### config.mk
export PLATFORM = sky130hd
export DESIGN_NAME = matrix_calc_top
export DESIGN_NICKNAME = d
export VERILOG_FILES = /design/src/matrix_pkg.sv /design/src/ctrl_pkg.sv /design/src/matrix_calc_top.sv /design/src/matrix_alu.sv /design/src/matrix_store.sv /design/src/elem_walker.sv /design/src/mode_fsm.sv
export SDC_FILE = /design/constraint.sdc
export NUM_CORES = 1
export LEC_CHECK = 0
export ABC_AREA = 1
export BUFFER_PORTS_ARGS = -buffer_cell sky130_fd_sc_hd__buf_2
export CAP_MARGIN = 20
export CORE_ASPECT_RATIO = 2
export CORE_UTILIZATION = 50
export CTS_CLUSTER_SIZE = 20
export DETAILED_ROUTE_END_ITERATION = 10
export PLACE_DENSITY = 0.65
export SLEW_MARGIN = 10
export SYNTH_ARGS = -nofsm -noshare
export SYNTH_HDL_FRONTEND = slang
export SYNTH_SLANG_ARGS = --single-unit
### constraint.sdc
create_clock -name clk -period 15.47 [get_ports clk]
set_clock_uncertainty 0.2 [all_clocks]
set_input_delay 1.547 -clock clk [delete_from_list [all_inputs] [get_ports clk]]
set_output_delay 1.547 -clock clk [all_outputs]
set_load 0.01 [all_outputs]
### src/matrix_pkg.sv
package matrix_pkg;

  // ==========================================================
  // Matrix geometry
  // ==========================================================

  // Largest row or column count
  localparam int MAX_DIM = 4;

  // Stored matrices, reused round-robin
  localparam int NUM_SLOTS = 4;

  // Dimension or index width, wide enough to hold MAX_DIM itself
  localparam int DIM_W = 3;

  // Slot id width
  localparam int SLOT_W = 2;

  // ==========================================================
  // Element types
  // ==========================================================

  // Stored element as received
  typedef logic signed [7:0] elem_t;

  // Computed element, holds any product of two elements
  typedef logic signed [15:0] result_t;

  // Rows and cols of one matrix
  typedef struct packed {
    logic [DIM_W-1:0] rows;
    logic [DIM_W-1:0] cols;
  } dims_t;

  // Location of one element in the store
  typedef struct packed {
    logic [SLOT_W-1:0] slot;
    logic [DIM_W-1:0]  row;
    logic [DIM_W-1:0]  col;
  } elem_addr_t;

endpackage
### src/ctrl_pkg.sv
package ctrl_pkg;

  // Controller states
  typedef enum logic [2:0] {
    ST_IDLE,
    ST_IN_ROWS,
    ST_IN_COLS,
    ST_IN_ELEM,
    ST_CHECK,
    ST_SEND_HEAD,
    ST_SEND_ELEM
  } state_e;

  // Operation codes
  typedef enum logic [1:0] {
    OP_SHOW,
    OP_ADD,
    OP_TRANSPOSE,
    OP_SCALE
  } op_e;

  // Operation request, sampled at confirm
  typedef struct packed {
    op_e                             op;
    logic [matrix_pkg::SLOT_W-1:0]   id_a;
    // Second operand, only read by add
    logic [matrix_pkg::SLOT_W-1:0]   id_b;
    // Multiplier for scale
    matrix_pkg::elem_t               scalar;
  } op_req_t;

endpackage

### src/matrix_calc_top.sv
module matrix_calc_top (
  input  logic              clk,
  input  logic              rst_n,
  input  logic [7:0]        rx_byte,
  input  logic              rx_valid,
  input  logic              btn_input,
  input  logic              btn_confirm,
  input  logic              btn_esc,
  input  ctrl_pkg::op_req_t req,
  input  logic              tx_ready,
  output logic [7:0]        tx_byte,
  output logic              tx_valid,
  output logic [7:0]        led_status
);

  // ==========================================================
  // Interconnect
  // ==========================================================
  ctrl_pkg::state_e              state;
  ctrl_pkg::op_req_t             op;
  logic                          err;
  logic                          walk_clear, walk_step, walk_last, half;
  matrix_pkg::dims_t             walk_dims, wr_dims, res_dims;
  logic [matrix_pkg::DIM_W-1:0]  row, col, rd_row, rd_col;
  logic                          wr_en, wr_commit;
  logic [matrix_pkg::SLOT_W-1:0] wr_slot;
  matrix_pkg::elem_t             rd_a, rd_b;
  matrix_pkg::dims_t             dims_a, dims_b;
  logic                          valid_a, valid_b, op_ok;
  matrix_pkg::result_t           result;
  logic                          entering;

  assign entering = (state == ctrl_pkg::ST_IN_ROWS) || (state == ctrl_pkg::ST_IN_COLS) ||
                    (state == ctrl_pkg::ST_IN_ELEM);
  assign tx_valid = (state == ctrl_pkg::ST_SEND_HEAD) || (state == ctrl_pkg::ST_SEND_ELEM);

  mode_fsm u_fsm (
    .clk(clk), .rst_n(rst_n), .rx_valid(rx_valid), .rx_byte(rx_byte),
    .btn_input(btn_input), .btn_confirm(btn_confirm), .btn_esc(btn_esc),
    .req(req), .tx_ready(tx_ready), .op_ok(op_ok), .res_dims(res_dims),
    .walk_last(walk_last), .walk_clear(walk_clear), .walk_step(walk_step),
    .walk_dims(walk_dims), .wr_en(wr_en), .wr_slot(wr_slot), .wr_dims(wr_dims),
    .wr_commit(wr_commit), .op(op), .state(state), .err(err)
  );

  // Byte halves only counted while sending
  elem_walker u_walker (
    .clk(clk), .rst_n(rst_n), .clear(walk_clear), .step(walk_step),
    .dims(walk_dims), .half_en(tx_valid),
    .row(row), .col(col), .half(half), .last(walk_last)
  );

  // Entry writes at the walker position; reads follow the ALU mapping
  matrix_store u_store (
    .clk(clk), .rst_n(rst_n), .wr_en(wr_en),
    .wr_addr('{slot: wr_slot, row: row, col: col}),
    .wr_data(matrix_pkg::elem_t'(rx_byte)), .wr_commit(wr_commit), .wr_dims(wr_dims),
    .rd_addr_a('{slot: op.id_a, row: rd_row, col: rd_col}),
    .rd_addr_b('{slot: op.id_b, row: rd_row, col: rd_col}),
    .rd_a(rd_a), .rd_b(rd_b), .dims_a(dims_a), .dims_b(dims_b),
    .valid_a(valid_a), .valid_b(valid_b)
  );

  matrix_alu u_alu (
    .op(op), .a(rd_a), .b(rd_b), .dims_a(dims_a), .dims_b(dims_b),
    .valid_a(valid_a), .valid_b(valid_b), .row(row), .col(col),
    .rd_row(rd_row), .rd_col(rd_col), .result(result), .res_dims(res_dims), .op_ok(op_ok)
  );

  // Header rows then cols, elements high byte first
  always_comb begin
    case (state)
      ctrl_pkg::ST_SEND_HEAD: tx_byte = half ? 8'(res_dims.cols) : 8'(res_dims.rows);
      ctrl_pkg::ST_SEND_ELEM: tx_byte = half ? result[7:0] : result[15:8];
      default:                tx_byte = 8'h00;
    endcase
  end

  // Idle, entering, sending, error
  assign led_status = {err, 4'b0000, tx_valid, entering, state == ctrl_pkg::ST_IDLE};

endmodule

### src/matrix_alu.sv
module matrix_alu (
  input  ctrl_pkg::op_req_t              op,
  input  matrix_pkg::elem_t              a,
  input  matrix_pkg::elem_t              b,
  input  matrix_pkg::dims_t              dims_a,
  input  matrix_pkg::dims_t              dims_b,
  input  logic                           valid_a,
  input  logic                           valid_b,
  input  logic [matrix_pkg::DIM_W-1:0]   row,
  input  logic [matrix_pkg::DIM_W-1:0]   col,
  output logic [matrix_pkg::DIM_W-1:0]   rd_row,
  output logic [matrix_pkg::DIM_W-1:0]   rd_col,
  output matrix_pkg::result_t            result,
  output matrix_pkg::dims_t              res_dims,
  output logic                           op_ok
);

  logic is_trans;

  // Widen with sign
  function automatic matrix_pkg::result_t sext(input matrix_pkg::elem_t v);
    return matrix_pkg::result_t'(v);
  endfunction

  assign is_trans = (op.op == ctrl_pkg::OP_TRANSPOSE);

  // Result position maps back to operand position
  assign rd_row = is_trans ? col : row;
  assign rd_col = is_trans ? row : col;

  // Transpose swaps the shape, others keep A's
  assign res_dims = is_trans ? matrix_pkg::dims_t'{rows: dims_a.cols, cols: dims_a.rows}
                             : dims_a;

  // A must exist; add also needs B of the same shape
  always_comb begin
    op_ok = valid_a;
    if (op.op == ctrl_pkg::OP_ADD) op_ok = valid_a && valid_b && (dims_a == dims_b);
  end

  // Per-element arithmetic
  always_comb begin
    case (op.op)
      ctrl_pkg::OP_ADD:   result = sext(a) + sext(b);
      // -128 * -128 still fits in 16 bits
      ctrl_pkg::OP_SCALE: result = sext(a) * sext(op.scalar);
      default:            result = sext(a);
    endcase
  end

endmodule

### src/matrix_store.sv
module matrix_store (
  input  logic                   clk,
  input  logic                   rst_n,
  input  logic                   wr_en,
  input  matrix_pkg::elem_addr_t wr_addr,
  input  matrix_pkg::elem_t      wr_data,
  input  logic                   wr_commit,
  input  matrix_pkg::dims_t      wr_dims,
  input  matrix_pkg::elem_addr_t rd_addr_a,
  input  matrix_pkg::elem_addr_t rd_addr_b,
  output matrix_pkg::elem_t      rd_a,
  output matrix_pkg::elem_t      rd_b,
  output matrix_pkg::dims_t      dims_a,
  output matrix_pkg::dims_t      dims_b,
  output logic                   valid_a,
  output logic                   valid_b
);

  // Index bits actually needed inside one matrix
  localparam int IDX_W = $clog2(matrix_pkg::MAX_DIM);

  matrix_pkg::elem_t mem    [matrix_pkg::NUM_SLOTS][matrix_pkg::MAX_DIM][matrix_pkg::MAX_DIM];
  matrix_pkg::dims_t dims_q [matrix_pkg::NUM_SLOTS];
  logic [matrix_pkg::NUM_SLOTS-1:0] valid_q;

  // ==========================================================
  // Element array
  // ==========================================================
  always_ff @(posedge clk) begin
    if (wr_en) begin
      mem[wr_addr.slot][wr_addr.row[IDX_W-1:0]][wr_addr.col[IDX_W-1:0]] <= wr_data;
    end
  end

  // ==========================================================
  // Slot dims and valid bits
  // ==========================================================
  always_ff @(posedge clk) begin
    if (!rst_n) begin
      valid_q <= '0;
    end else begin
      // Any write marks the slot incomplete
      if (wr_en) valid_q[wr_addr.slot] <= 1'b0;
      // Commit comes with the last element and overrides the clear
      if (wr_commit) begin
        valid_q[wr_addr.slot] <= 1'b1;
        dims_q[wr_addr.slot]  <= wr_dims;
      end
    end
  end

  // Combinational read ports
  assign rd_a = mem[rd_addr_a.slot][rd_addr_a.row[IDX_W-1:0]][rd_addr_a.col[IDX_W-1:0]];
  assign rd_b = mem[rd_addr_b.slot][rd_addr_b.row[IDX_W-1:0]][rd_addr_b.col[IDX_W-1:0]];

  assign dims_a  = dims_q[rd_addr_a.slot];
  assign dims_b  = dims_q[rd_addr_b.slot];
  assign valid_a = valid_q[rd_addr_a.slot];
  assign valid_b = valid_q[rd_addr_b.slot];

endmodule

### src/elem_walker.sv
module elem_walker (
  input  logic                           clk,
  input  logic                           rst_n,
  input  logic                           clear,
  input  logic                           step,
  input  matrix_pkg::dims_t              dims,
  input  logic                           half_en,
  output logic [matrix_pkg::DIM_W-1:0]   row,
  output logic [matrix_pkg::DIM_W-1:0]   col,
  output logic                           half,
  output logic                           last
);

  logic [matrix_pkg::DIM_W-1:0] last_row;
  logic [matrix_pkg::DIM_W-1:0] last_col;
  logic                         elem_end;

  assign last_row = dims.rows - matrix_pkg::DIM_W'(1);
  assign last_col = dims.cols - matrix_pkg::DIM_W'(1);

  // Final byte of an element, low half when halves are counted
  assign elem_end = half || !half_en;
  assign last     = (row == last_row) && (col == last_col) && elem_end;

  // Clear wins over step
  always_ff @(posedge clk) begin
    if (!rst_n || clear) begin
      row  <= '0;
      col  <= '0;
      half <= 1'b0;
    end else if (step) begin
      if (!elem_end) begin
        // High byte done, low byte next
        half <= 1'b1;
      end else begin
        half <= 1'b0;
        if (col == last_col) begin
          col <= '0;
          // Wrap at the end so the next walk starts clean
          row <= (row == last_row) ? '0 : row + matrix_pkg::DIM_W'(1);
        end else begin
          col <= col + matrix_pkg::DIM_W'(1);
        end
      end
    end
  end

endmodule

### src/mode_fsm.sv
module mode_fsm (
  input  logic                            clk,
  input  logic                            rst_n,
  input  logic                            rx_valid,
  input  logic [7:0]                      rx_byte,
  input  logic                            btn_input,
  input  logic                            btn_confirm,
  input  logic                            btn_esc,
  input  ctrl_pkg::op_req_t               req,
  input  logic                            tx_ready,
  input  logic                            op_ok,
  input  matrix_pkg::dims_t               res_dims,
  input  logic                            walk_last,
  output logic                            walk_clear,
  output logic                            walk_step,
  output matrix_pkg::dims_t               walk_dims,
  output logic                            wr_en,
  output logic [matrix_pkg::SLOT_W-1:0]   wr_slot,
  output matrix_pkg::dims_t               wr_dims,
  output logic                            wr_commit,
  output ctrl_pkg::op_req_t               op,
  output ctrl_pkg::state_e                state,
  output logic                            err
);

  logic [matrix_pkg::SLOT_W-1:0] wr_ptr;
  ctrl_pkg::op_req_t             op_q;
  matrix_pkg::dims_t             ent_dims;
  logic                          dim_bad;
  logic                          elem_acc;
  logic                          sending;

  // Dimension byte out of range
  assign dim_bad = (rx_byte == 8'd0) || (rx_byte > 8'(matrix_pkg::MAX_DIM));

  // Element byte taken this cycle
  assign elem_acc = (state == ctrl_pkg::ST_IN_ELEM) && rx_valid && !btn_esc;
  assign sending  = (state == ctrl_pkg::ST_SEND_HEAD) || (state == ctrl_pkg::ST_SEND_ELEM);

  // ==========================================================
  // State, error flag and write pointer
  // ==========================================================
  always_ff @(posedge clk) begin
    if (!rst_n) begin
      state  <= ctrl_pkg::ST_IDLE;
      err    <= 1'b0;
      wr_ptr <= '0;
    end else begin
      case (state)
        ctrl_pkg::ST_IDLE: begin
          // Entry wins over an operation in the same cycle
          if (btn_input) begin
            state <= ctrl_pkg::ST_IN_ROWS;
            err   <= 1'b0;
          end else if (btn_confirm) begin
            state <= ctrl_pkg::ST_CHECK;
            err   <= 1'b0;
          end
        end
        ctrl_pkg::ST_IN_ROWS, ctrl_pkg::ST_IN_COLS: begin
          if (btn_esc) begin
            state <= ctrl_pkg::ST_IDLE;
          end else if (rx_valid && dim_bad) begin
            err   <= 1'b1;
            state <= ctrl_pkg::ST_IDLE;
          end else if (rx_valid) begin
            state <= (state == ctrl_pkg::ST_IN_ROWS) ? ctrl_pkg::ST_IN_COLS
                                                     : ctrl_pkg::ST_IN_ELEM;
          end
        end
        ctrl_pkg::ST_IN_ELEM: begin
          if (btn_esc) begin
            state <= ctrl_pkg::ST_IDLE;
          end else if (elem_acc && walk_last) begin
            state  <= ctrl_pkg::ST_IDLE;
            // Wraps modulo NUM_SLOTS
            wr_ptr <= wr_ptr + 1'b1;
          end
        end
        ctrl_pkg::ST_CHECK: begin
          if (op_ok) begin
            state <= ctrl_pkg::ST_SEND_HEAD;
          end else begin
            err   <= 1'b1;
            state <= ctrl_pkg::ST_IDLE;
          end
        end
        ctrl_pkg::ST_SEND_HEAD: begin
          if (tx_ready && walk_last) state <= ctrl_pkg::ST_SEND_ELEM;
        end
        ctrl_pkg::ST_SEND_ELEM: begin
          if (tx_ready && walk_last) state <= ctrl_pkg::ST_IDLE;
        end
        default: state <= ctrl_pkg::ST_IDLE;
      endcase
    end
  end

  // Request and entry dims latches
  always_ff @(posedge clk) begin
    if (state == ctrl_pkg::ST_IDLE && btn_confirm && !btn_input) op_q <= req;
    if (state == ctrl_pkg::ST_IN_ROWS && rx_valid)
      ent_dims.rows <= rx_byte[matrix_pkg::DIM_W-1:0];
    if (state == ctrl_pkg::ST_IN_COLS && rx_valid)
      ent_dims.cols <= rx_byte[matrix_pkg::DIM_W-1:0];
  end

  // ==========================================================
  // Walker and store controls
  // ==========================================================

  // Header walked as a 1x1 matrix of two byte halves
  always_comb begin
    case (state)
      ctrl_pkg::ST_SEND_HEAD: walk_dims = matrix_pkg::dims_t'{rows: 3'd1, cols: 3'd1};
      ctrl_pkg::ST_SEND_ELEM: walk_dims = res_dims;
      default:                walk_dims = ent_dims;
    endcase
  end

  // Held at origin in idle, rewound after the header
  assign walk_clear = (state == ctrl_pkg::ST_IDLE) ||
                      (state == ctrl_pkg::ST_SEND_HEAD && tx_ready && walk_last);
  assign walk_step  = elem_acc || (sending && tx_ready);

  // Start of entry writes too, which drops the slot valid bit
  assign wr_en     = (state == ctrl_pkg::ST_IDLE && btn_input) || elem_acc;
  assign wr_commit = elem_acc && walk_last;
  assign wr_slot   = wr_ptr;
  assign wr_dims   = ent_dims;
  assign op        = op_q;

endmodule

# Word level (Yosys, flattened, before mapping)
# Memory sizes are Yosys's and may differ from the RTL's. A register that Yosys moved wholly into a read port is not among the register bits.
# Cells that the tools add are included.
word_totals:
  ff_bits: 37
  ram_bits: 536
  in_bits: 29
  out_inout_bits: 17
  wordCells: 167
  mem_count: 2
classes:
  n_addsub: 6
  multipliers: 1
  magnitude_cmp: 11
  n_eq_ne: 20
  n_mux: 64
  bitwise: 8
  reduce_logical: 42
mem_list:
  columns: ["memory", "depth", "word_bits", "rd", "rd_clocked_by_memory_dff", "wr", "line", "rtl"]
  rows:
  - ["u_store.mem", 4, 128, 2, 2, 1, "matrix_store.sv:22", "matrix_pkg::elem_t mem [matrix_pkg::NUM_SLOTS][matrix_pkg::MAX_DIM][matrix_pkg::MAX_DIM];"]
  - ["u_store.dims_q", 4, 6, 2, 2, 1, "matrix_store.sv:23", "matrix_pkg::dims_t dims_q [matrix_pkg::NUM_SLOTS];"]
ops:
  columns: ["op", "count"]
  rows:
  - ["32-bit two-way mux", 5]
  - ["32-bit binary-select mux with 2-bit select", 2]
  - ["128-bit two-way mux", 1]
  - ["32-bit demux with 2-bit select", 1]
  - ["8-bit two-way mux", 6]
  - ["3-bit two-way mux", 13]
  - ["8-bit binary-select mux with 2-bit select", 2]
  - ["16-bit case mux with 2 select lines", 1]
  - ["1-bit logical AND", 20]
  - ["3-bit case mux with 6 select lines", 1]
  - ["8-bit demux with 2-bit select", 1]
  - ["8-bit by 8-bit multiplier with 16-bit output", 1]
  - ["8-bit case mux with 2 select lines", 1]
  - ["1-bit two-way mux", 15]
  - ["3-bit greater-or-equal comparator, second input constant", 4]
  - ["2-bit two-way mux", 6]
  - ["4-bit two-way mux", 3]
  - ["2-bit NOT with 3-bit output", 4]
  - ["6-bit case mux with 2 select lines", 1]
  - ["5-bit AND reduction", 2]
  - ["8-bit by 8-bit adder with 9-bit output", 1]
  - ["3-bit == test, second input constant", 3]
  - ["1-bit logical OR", 9]
  - ["2-bit by 3-bit less-than comparator with 1-bit output, second input constant", 3]
  - ["32 further kinds", 46]

# Logic depth before layout (Yosys ltp)
depth:
  ltp_word: 13
  ltp_mapped: 36
  depth_no_buf: 34

# By module
# A second synthesis with hierarchy kept.
hier_totals:
  cells_unflattened: 3966
  hier_area_um2: 33096.7
by_module_without_submodules:
  columns: ["module", "instances", "cells_per_inst", "area_per_inst_um2", "seq_area_each_um2"]
  rows:
  - ["matrix_store", 1, 3124, 27482.6, 16175.5]
  - ["matrix_alu", 1, 560, 3568.4, 0.0]
  - ["mode_fsm", 1, 122, 1162.4, 720.7]
  - ["elem_walker", 1, 89, 571.8, 140.1]
  - ["matrix_calc_top", 1, 71, 311.5, 0.0]

# Worst setup path before layout
# Ideal clock, no wire load.
synth_timing:
  path_kind: "reg-to-output"
  startpoint: "register u_fsm.op_q (netlist bit u_fsm.op[12])"
  endpoint: "output tx_byte[4]"
  arrival_time_ns: 5.564
  required_ns: 13.723
  setup_slack_ns: 8.159
  stages_incl_launch_ff: 33
  n_path_buf: 2
  cell_sequence: "edfxtp_1 -> inv_4 -> nand2_8 -> o21ai_2 -> inv_2 -> buf_6 -> buf_4 -> o211ai_1 -> o21ai_0 -> o211ai_2 -> nand2_2 -> inv_2 -> nor2_1 -> fa_1 -> inv_1 -> fa_1 -> inv_1 -> fa_1 -> inv_1 -> fa_1 -> inv_1 -> ha_1 -> a21oi_1 -> o21ai_0 -> a21oi_1 -> nor2_1 -> o21ai_0 -> a21oi_1 -> o21ai_0 -> nand3_1 -> nand2_1 -> nand2_1 -> inv_1"
synth_via:
  elab_chain_cells: 13
  word_cells_on_any_way: 24
  classes_between: "1 x add/sub; 1 x mul; 3 x eq/ne; 17 x mux; 2 x bitwise"
synth_lines:
  columns: ["element", "line", "rtl"]
  rows:
  - ["start: declaration", "mode_fsm.sv:27", "ctrl_pkg::op_req_t op_q;"]
  - ["start signal: assignment", "mode_fsm.sv:101", "if (state == ctrl_pkg::ST_IDLE && btn_confirm && !btn_input) op_q <= req;"]
  - ["2-bit == test", "matrix_alu.sv:25", "assign is_trans = (op.op == ctrl_pkg::OP_TRANSPOSE);"]
  - ["2-bit two-way mux", "matrix_alu.sv:28", "assign rd_row = is_trans ? col : row;"]
  - ["2-bit NOT with 3-bit output (implied by the code)", "matrix_store.sv:53, matrix_store.sv:54", null]
  - ["32-bit binary-select mux with 2-bit select (on tied branches)", "matrix_store.sv:53, matrix_store.sv:54", null]
  - ["32-bit two-way mux (on tied branches) (2 in a row)", "matrix_store.sv:53, matrix_store.sv:54", null]
  - ["8-bit binary-select mux with 2-bit select (on tied branches)", "matrix_store.sv:53, matrix_store.sv:54", null]
  - ["8-bit two-way mux (on tied branches) (2 in a row)", "matrix_store.sv:53, matrix_store.sv:54", null]
  - ["8-bit by 8-bit multiplier with 16-bit output or 8-bit by 8-bit adder with 9-bit output (tied branches)", "matrix_alu.sv:46, matrix_alu.sv:44", null]
  - ["16-bit case mux with 2 select lines *", "matrix_alu.sv:43", "case (op.op)"]
  - ["8-bit two-way mux *", "matrix_calc_top.sv:74", "ctrl_pkg::ST_SEND_ELEM: tx_byte = half ? result[7:0] : result[15:8];"]
  - ["8-bit case mux with 2 select lines *", "matrix_calc_top.sv:72", "case (state)"]
  - ["end: declaration", "matrix_calc_top.sv:11", "output logic [7:0] tx_byte,"]
# Every way passes the cells marked *; elsewhere a longest branch is shown, timed or not. The select of a mux whose other input is x is not followed.

# Worst setup path in the final report
# Same ends and word-level chain as after synthesis.

==> reports/results.tsv <==
metric	value	unit
Yosys top cell area share	52.38	%
CP peak stage delay	0.74	ns
wire per inst	28.11	µm
IO Pins	46	
Post-Syn Instances	3378	
grt total ovfl	0	
CTS tree	done	
GRT Util Overall	35.30	%
hold buffer count at CTS	0	
Vias	27420	
first-pass GRT wire length	170500	µm
PwrDens	139.1	nW/µm²
clk sinks	577	
Synth cell types	50	
pin count of the biggest net entering global routing	173	
sequential share of the synthesized area	53.70	%
clock slew at reported path FFs	0.07	ns
number of synthesized flops with an enable pin	556	
relative slew slack	20.70	%
peak supply drop	0.1475	mV
Mapped Area	31870	µm²
RSZ-0062 raised after global routing	no	
critical path startpoint	u_fsm.op[12]$_DFFE_PP_	
Post-synth ARST share	0	%
mean post-synth cell area	9.436	µm²
antenna violations before repair	2	
CTS H-tree lvls	2	
Antenna Nets Post-Route	0	
Final Util	54.05	%
Die ar.	64820	µm²
commonest non-fill, non-tap cell in the layout	nor2_1	
DRT Wirelength	115400	µm
DP HPWL	74060	µm
CTS Buf Count	52	
initial core utilization	50.64	%
max-cap violations	0	
Static Leak	11.71	nW
endpoint type of the worst setup path	output pin	
WS Path Type	reg2out	
Tmin final	10.65	ns
First-pass DRT Iterations	6	
top_reg_cell synth	edfxtp_1	
Final Max Slew Viols	0	
setup violators final	0	
layout overhead on the synthesized area	6.752	%
Worst path slowest cell	buf_4	
core footprint	62950	µm²
Crit Reg-Reg Endpoint	u_store.dims_q[1][1]$_DFFE_PP_	
FF-to-FF path depth	14	
Clock Latency Late Sink	0.63	ns
1st-iter DRT viols	3586	
setup bufs post-CTS	0	
clock root cell	clkbuf_16	
r2r setup slk	10.69	ns
crit path to	tx_byte[4]	
CP Launch Type	flop	
row count	130	
nets@finish	3406	
status	completed	
Die Wd	180.5	µm
final period utilization	68.83	%
Worst-Margin Slew	1.186	ns
Warnings, synthesis	0	
WP data required	13.72	ns
GP Congestion	0.9609	
Die Y	359.1	µm
DR vias/cell	6.679	
final hold vios	0	
PostCTS Resize Cnt	0	
Area contributors post-synth	edfxtp_1, o21ai_0, nor2_1	
most frequent cells in the layout	nor2_1, o21ai_0, edfxtp_1	
Critical Path AT	8.90	ns
Port Buf Inserts	41	
cell taking the most area after synthesis	edfxtp_1	
vias in the first global route	27180	
max frequency	93.91	MHz
FILL cells	5454	
post-synthesis register bit count	577	
critical-path maximum fanout	78	
Hold Crit Class	reg2reg	
DRC	0	
setup_tns	0	ns
ratio of cells with drive above 1 in the final layout	6.824	%
Clock Tree Buf Depth	3	
## metal layers
layer  part of all wire [%]  vias to the layer above  GRT usage (%)  routed length [µm]
li1                       -                    11820              -                   -
met1                     32                    13290          38.14               37080
met2                     49                     1830          60.57               57040
met3                    9.2                      477          6.159               10640
met4                    9.2                        2          28.62               10630
met5                  0.011                        -              0                  13
## how the worst min path moves through the flow
stage / startpoint / to / slack, ns / depth (start not counted)
5_1_grt: u_fsm.wr_dims[3]$_DFFE_PP_ / u_store.dims_q[1][3]$_DFFE_PP_ / 0.35 / 0
3_5_place_dp: u_fsm.wr_dims[0]$_DFFE_PP_ / u_store.dims_q[1][0]$_DFFE_PP_ / 0.32 / 0
2_1_floorplan: u_store.valid_q[1]$_SDFF_PN0_ / u_store.valid_q[1]$_SDFF_PN0_ / 0.27 / 2
4_1_cts: u_fsm.err$_SDFFE_PN0P_ / u_fsm.err$_SDFFE_PN0P_ / 0.33 / 2
3_3_place_gp: u_store.valid_q[1]$_SDFF_PN0_ / u_store.valid_q[1]$_SDFF_PN0_ / 0.30 / 2
6_report: u_fsm.err$_SDFFE_PN0P_ / u_fsm.err$_SDFFE_PN0P_ / 0.33 / 2
## registers in the layout, indices dropped and copies added (netlist names), named ones only
signal / count
u_store.valid_q: 4
u_fsm.op: 14
u_store.mem: 512
u_fsm.state: 3
u_fsm.wr_dims: 6
u_fsm.wr_slot: 2
u_walker.half: 1
u_walker.row: 3
u_fsm.err: 1
u_walker.col: 3
u_store.dims_q: 24
## per-stage QoR
| stage | hold slack [ns] | cell area (µm²) | cells | setup slack [ns] | power, mW |
|---|---|---|---|---|---|
| after floorplan | 0.2701 | 31890 | 3381 | 8.159 | 2.875 |
| after global placement | 0.2968 | 32250 | 4007 | 5.819 | 3.320 |
| after detailed placement | 0.3195 | 32250 | 4007 | 5.803 | 3.353 |
| after CTS | 0.3341 | 34010 | 4103 | 5.116 | 4.706 |
| after global routing | 0.3549 | 34020 | 4104 | 4.425 | 4.948 |
| final | 0.3325 | 34030 | 4106 | 4.822 | 4.734 |
## layout make-up
class | instances | area [µm²] | area share (%)
sequential | 577 | 17130 | 50.35
clock inverter | 29 | 349.1 | 1.026
clock buffer | 67 | 1419 | 4.170
timing repair buffer | 84 | 565.5 | 1.662
tap | 792 | 991.0 | 2.912
inverter | 205 | 788.3 | 2.317
multi-input combinational | 2350 | 12780 | 37.55
antenna | 2 | 5.005 | 0.01471
## cell usage after synthesis, types with 2 or more instances
master / count
a211oi_1: 2
a21oi_1: 118
a22oi_1: 4
and2_1: 2
buf_2: 80
buf_4: 17
buf_6: 16
clkbuf_1: 130
clkbuf_2: 5
clkinv_1: 7
dfxtp_1: 21
edfxtp_1: 556
fa_1: 56
ha_1: 51
inv_1: 187
inv_2: 8
inv_4: 3
nand2_1: 236
nand2_2: 12
nand2_4: 4
nand3_1: 86
nand3_2: 10
nand3b_1: 3
nand4_1: 5
nor2_1: 682
nor2_2: 2
nor3_1: 18
o211ai_1: 78
o211ai_2: 5
o21ai_0: 632
o21ai_1: 19
o21ai_2: 3
o21bai_1: 2
o221ai_1: 19
o22ai_1: 258
o32ai_1: 4
or2_2: 3
xnor2_1: 13
xor2_1: 10
## power by group
part	internal, mW	leakage [nW]	total [mW]	switching, mW
logic	0.534	5.67	1.61	1.08
clock network	0.781	0.864	1.38	0.600
registers	1.72	5.18	1.74	0.0223
total	3.04	11.7	4.73	1.70
## logic make-up (layout without fill, tap and decap cells)
| family | Yosys count | count (layout) | share of synthesized area (%) |
|---|---|---|---|
| AO/OA/AOI/OAI | 1148 | 1148 | 20.22 |
| XOR/XNOR | 23 | 23 | 0.6320 |
| adder cells (fa/ha/maj) | 107 | 107 | 5.519 |
| buffers and inverters | 454 | 385 | 6.281 |
| flip-flops | 577 | 577 | 53.70 |
| multiplexers | 1 | 1 | 0.03533 |
| other | 1 | 6 | 0.01176 |
| AND/OR/NAND/NOR | 1067 | 1067 | 13.61 |
## critical path: cells and delay by family, from the launching register on
kind	cells	cell delay (ns)
fa+ha+maj	5	2.30
compound gates	9	2.28
simple gates	9	1.73
buf+inv	8	1.34
flops	1	0.52
Note: power is estimated with default switching activity, not from simulation.
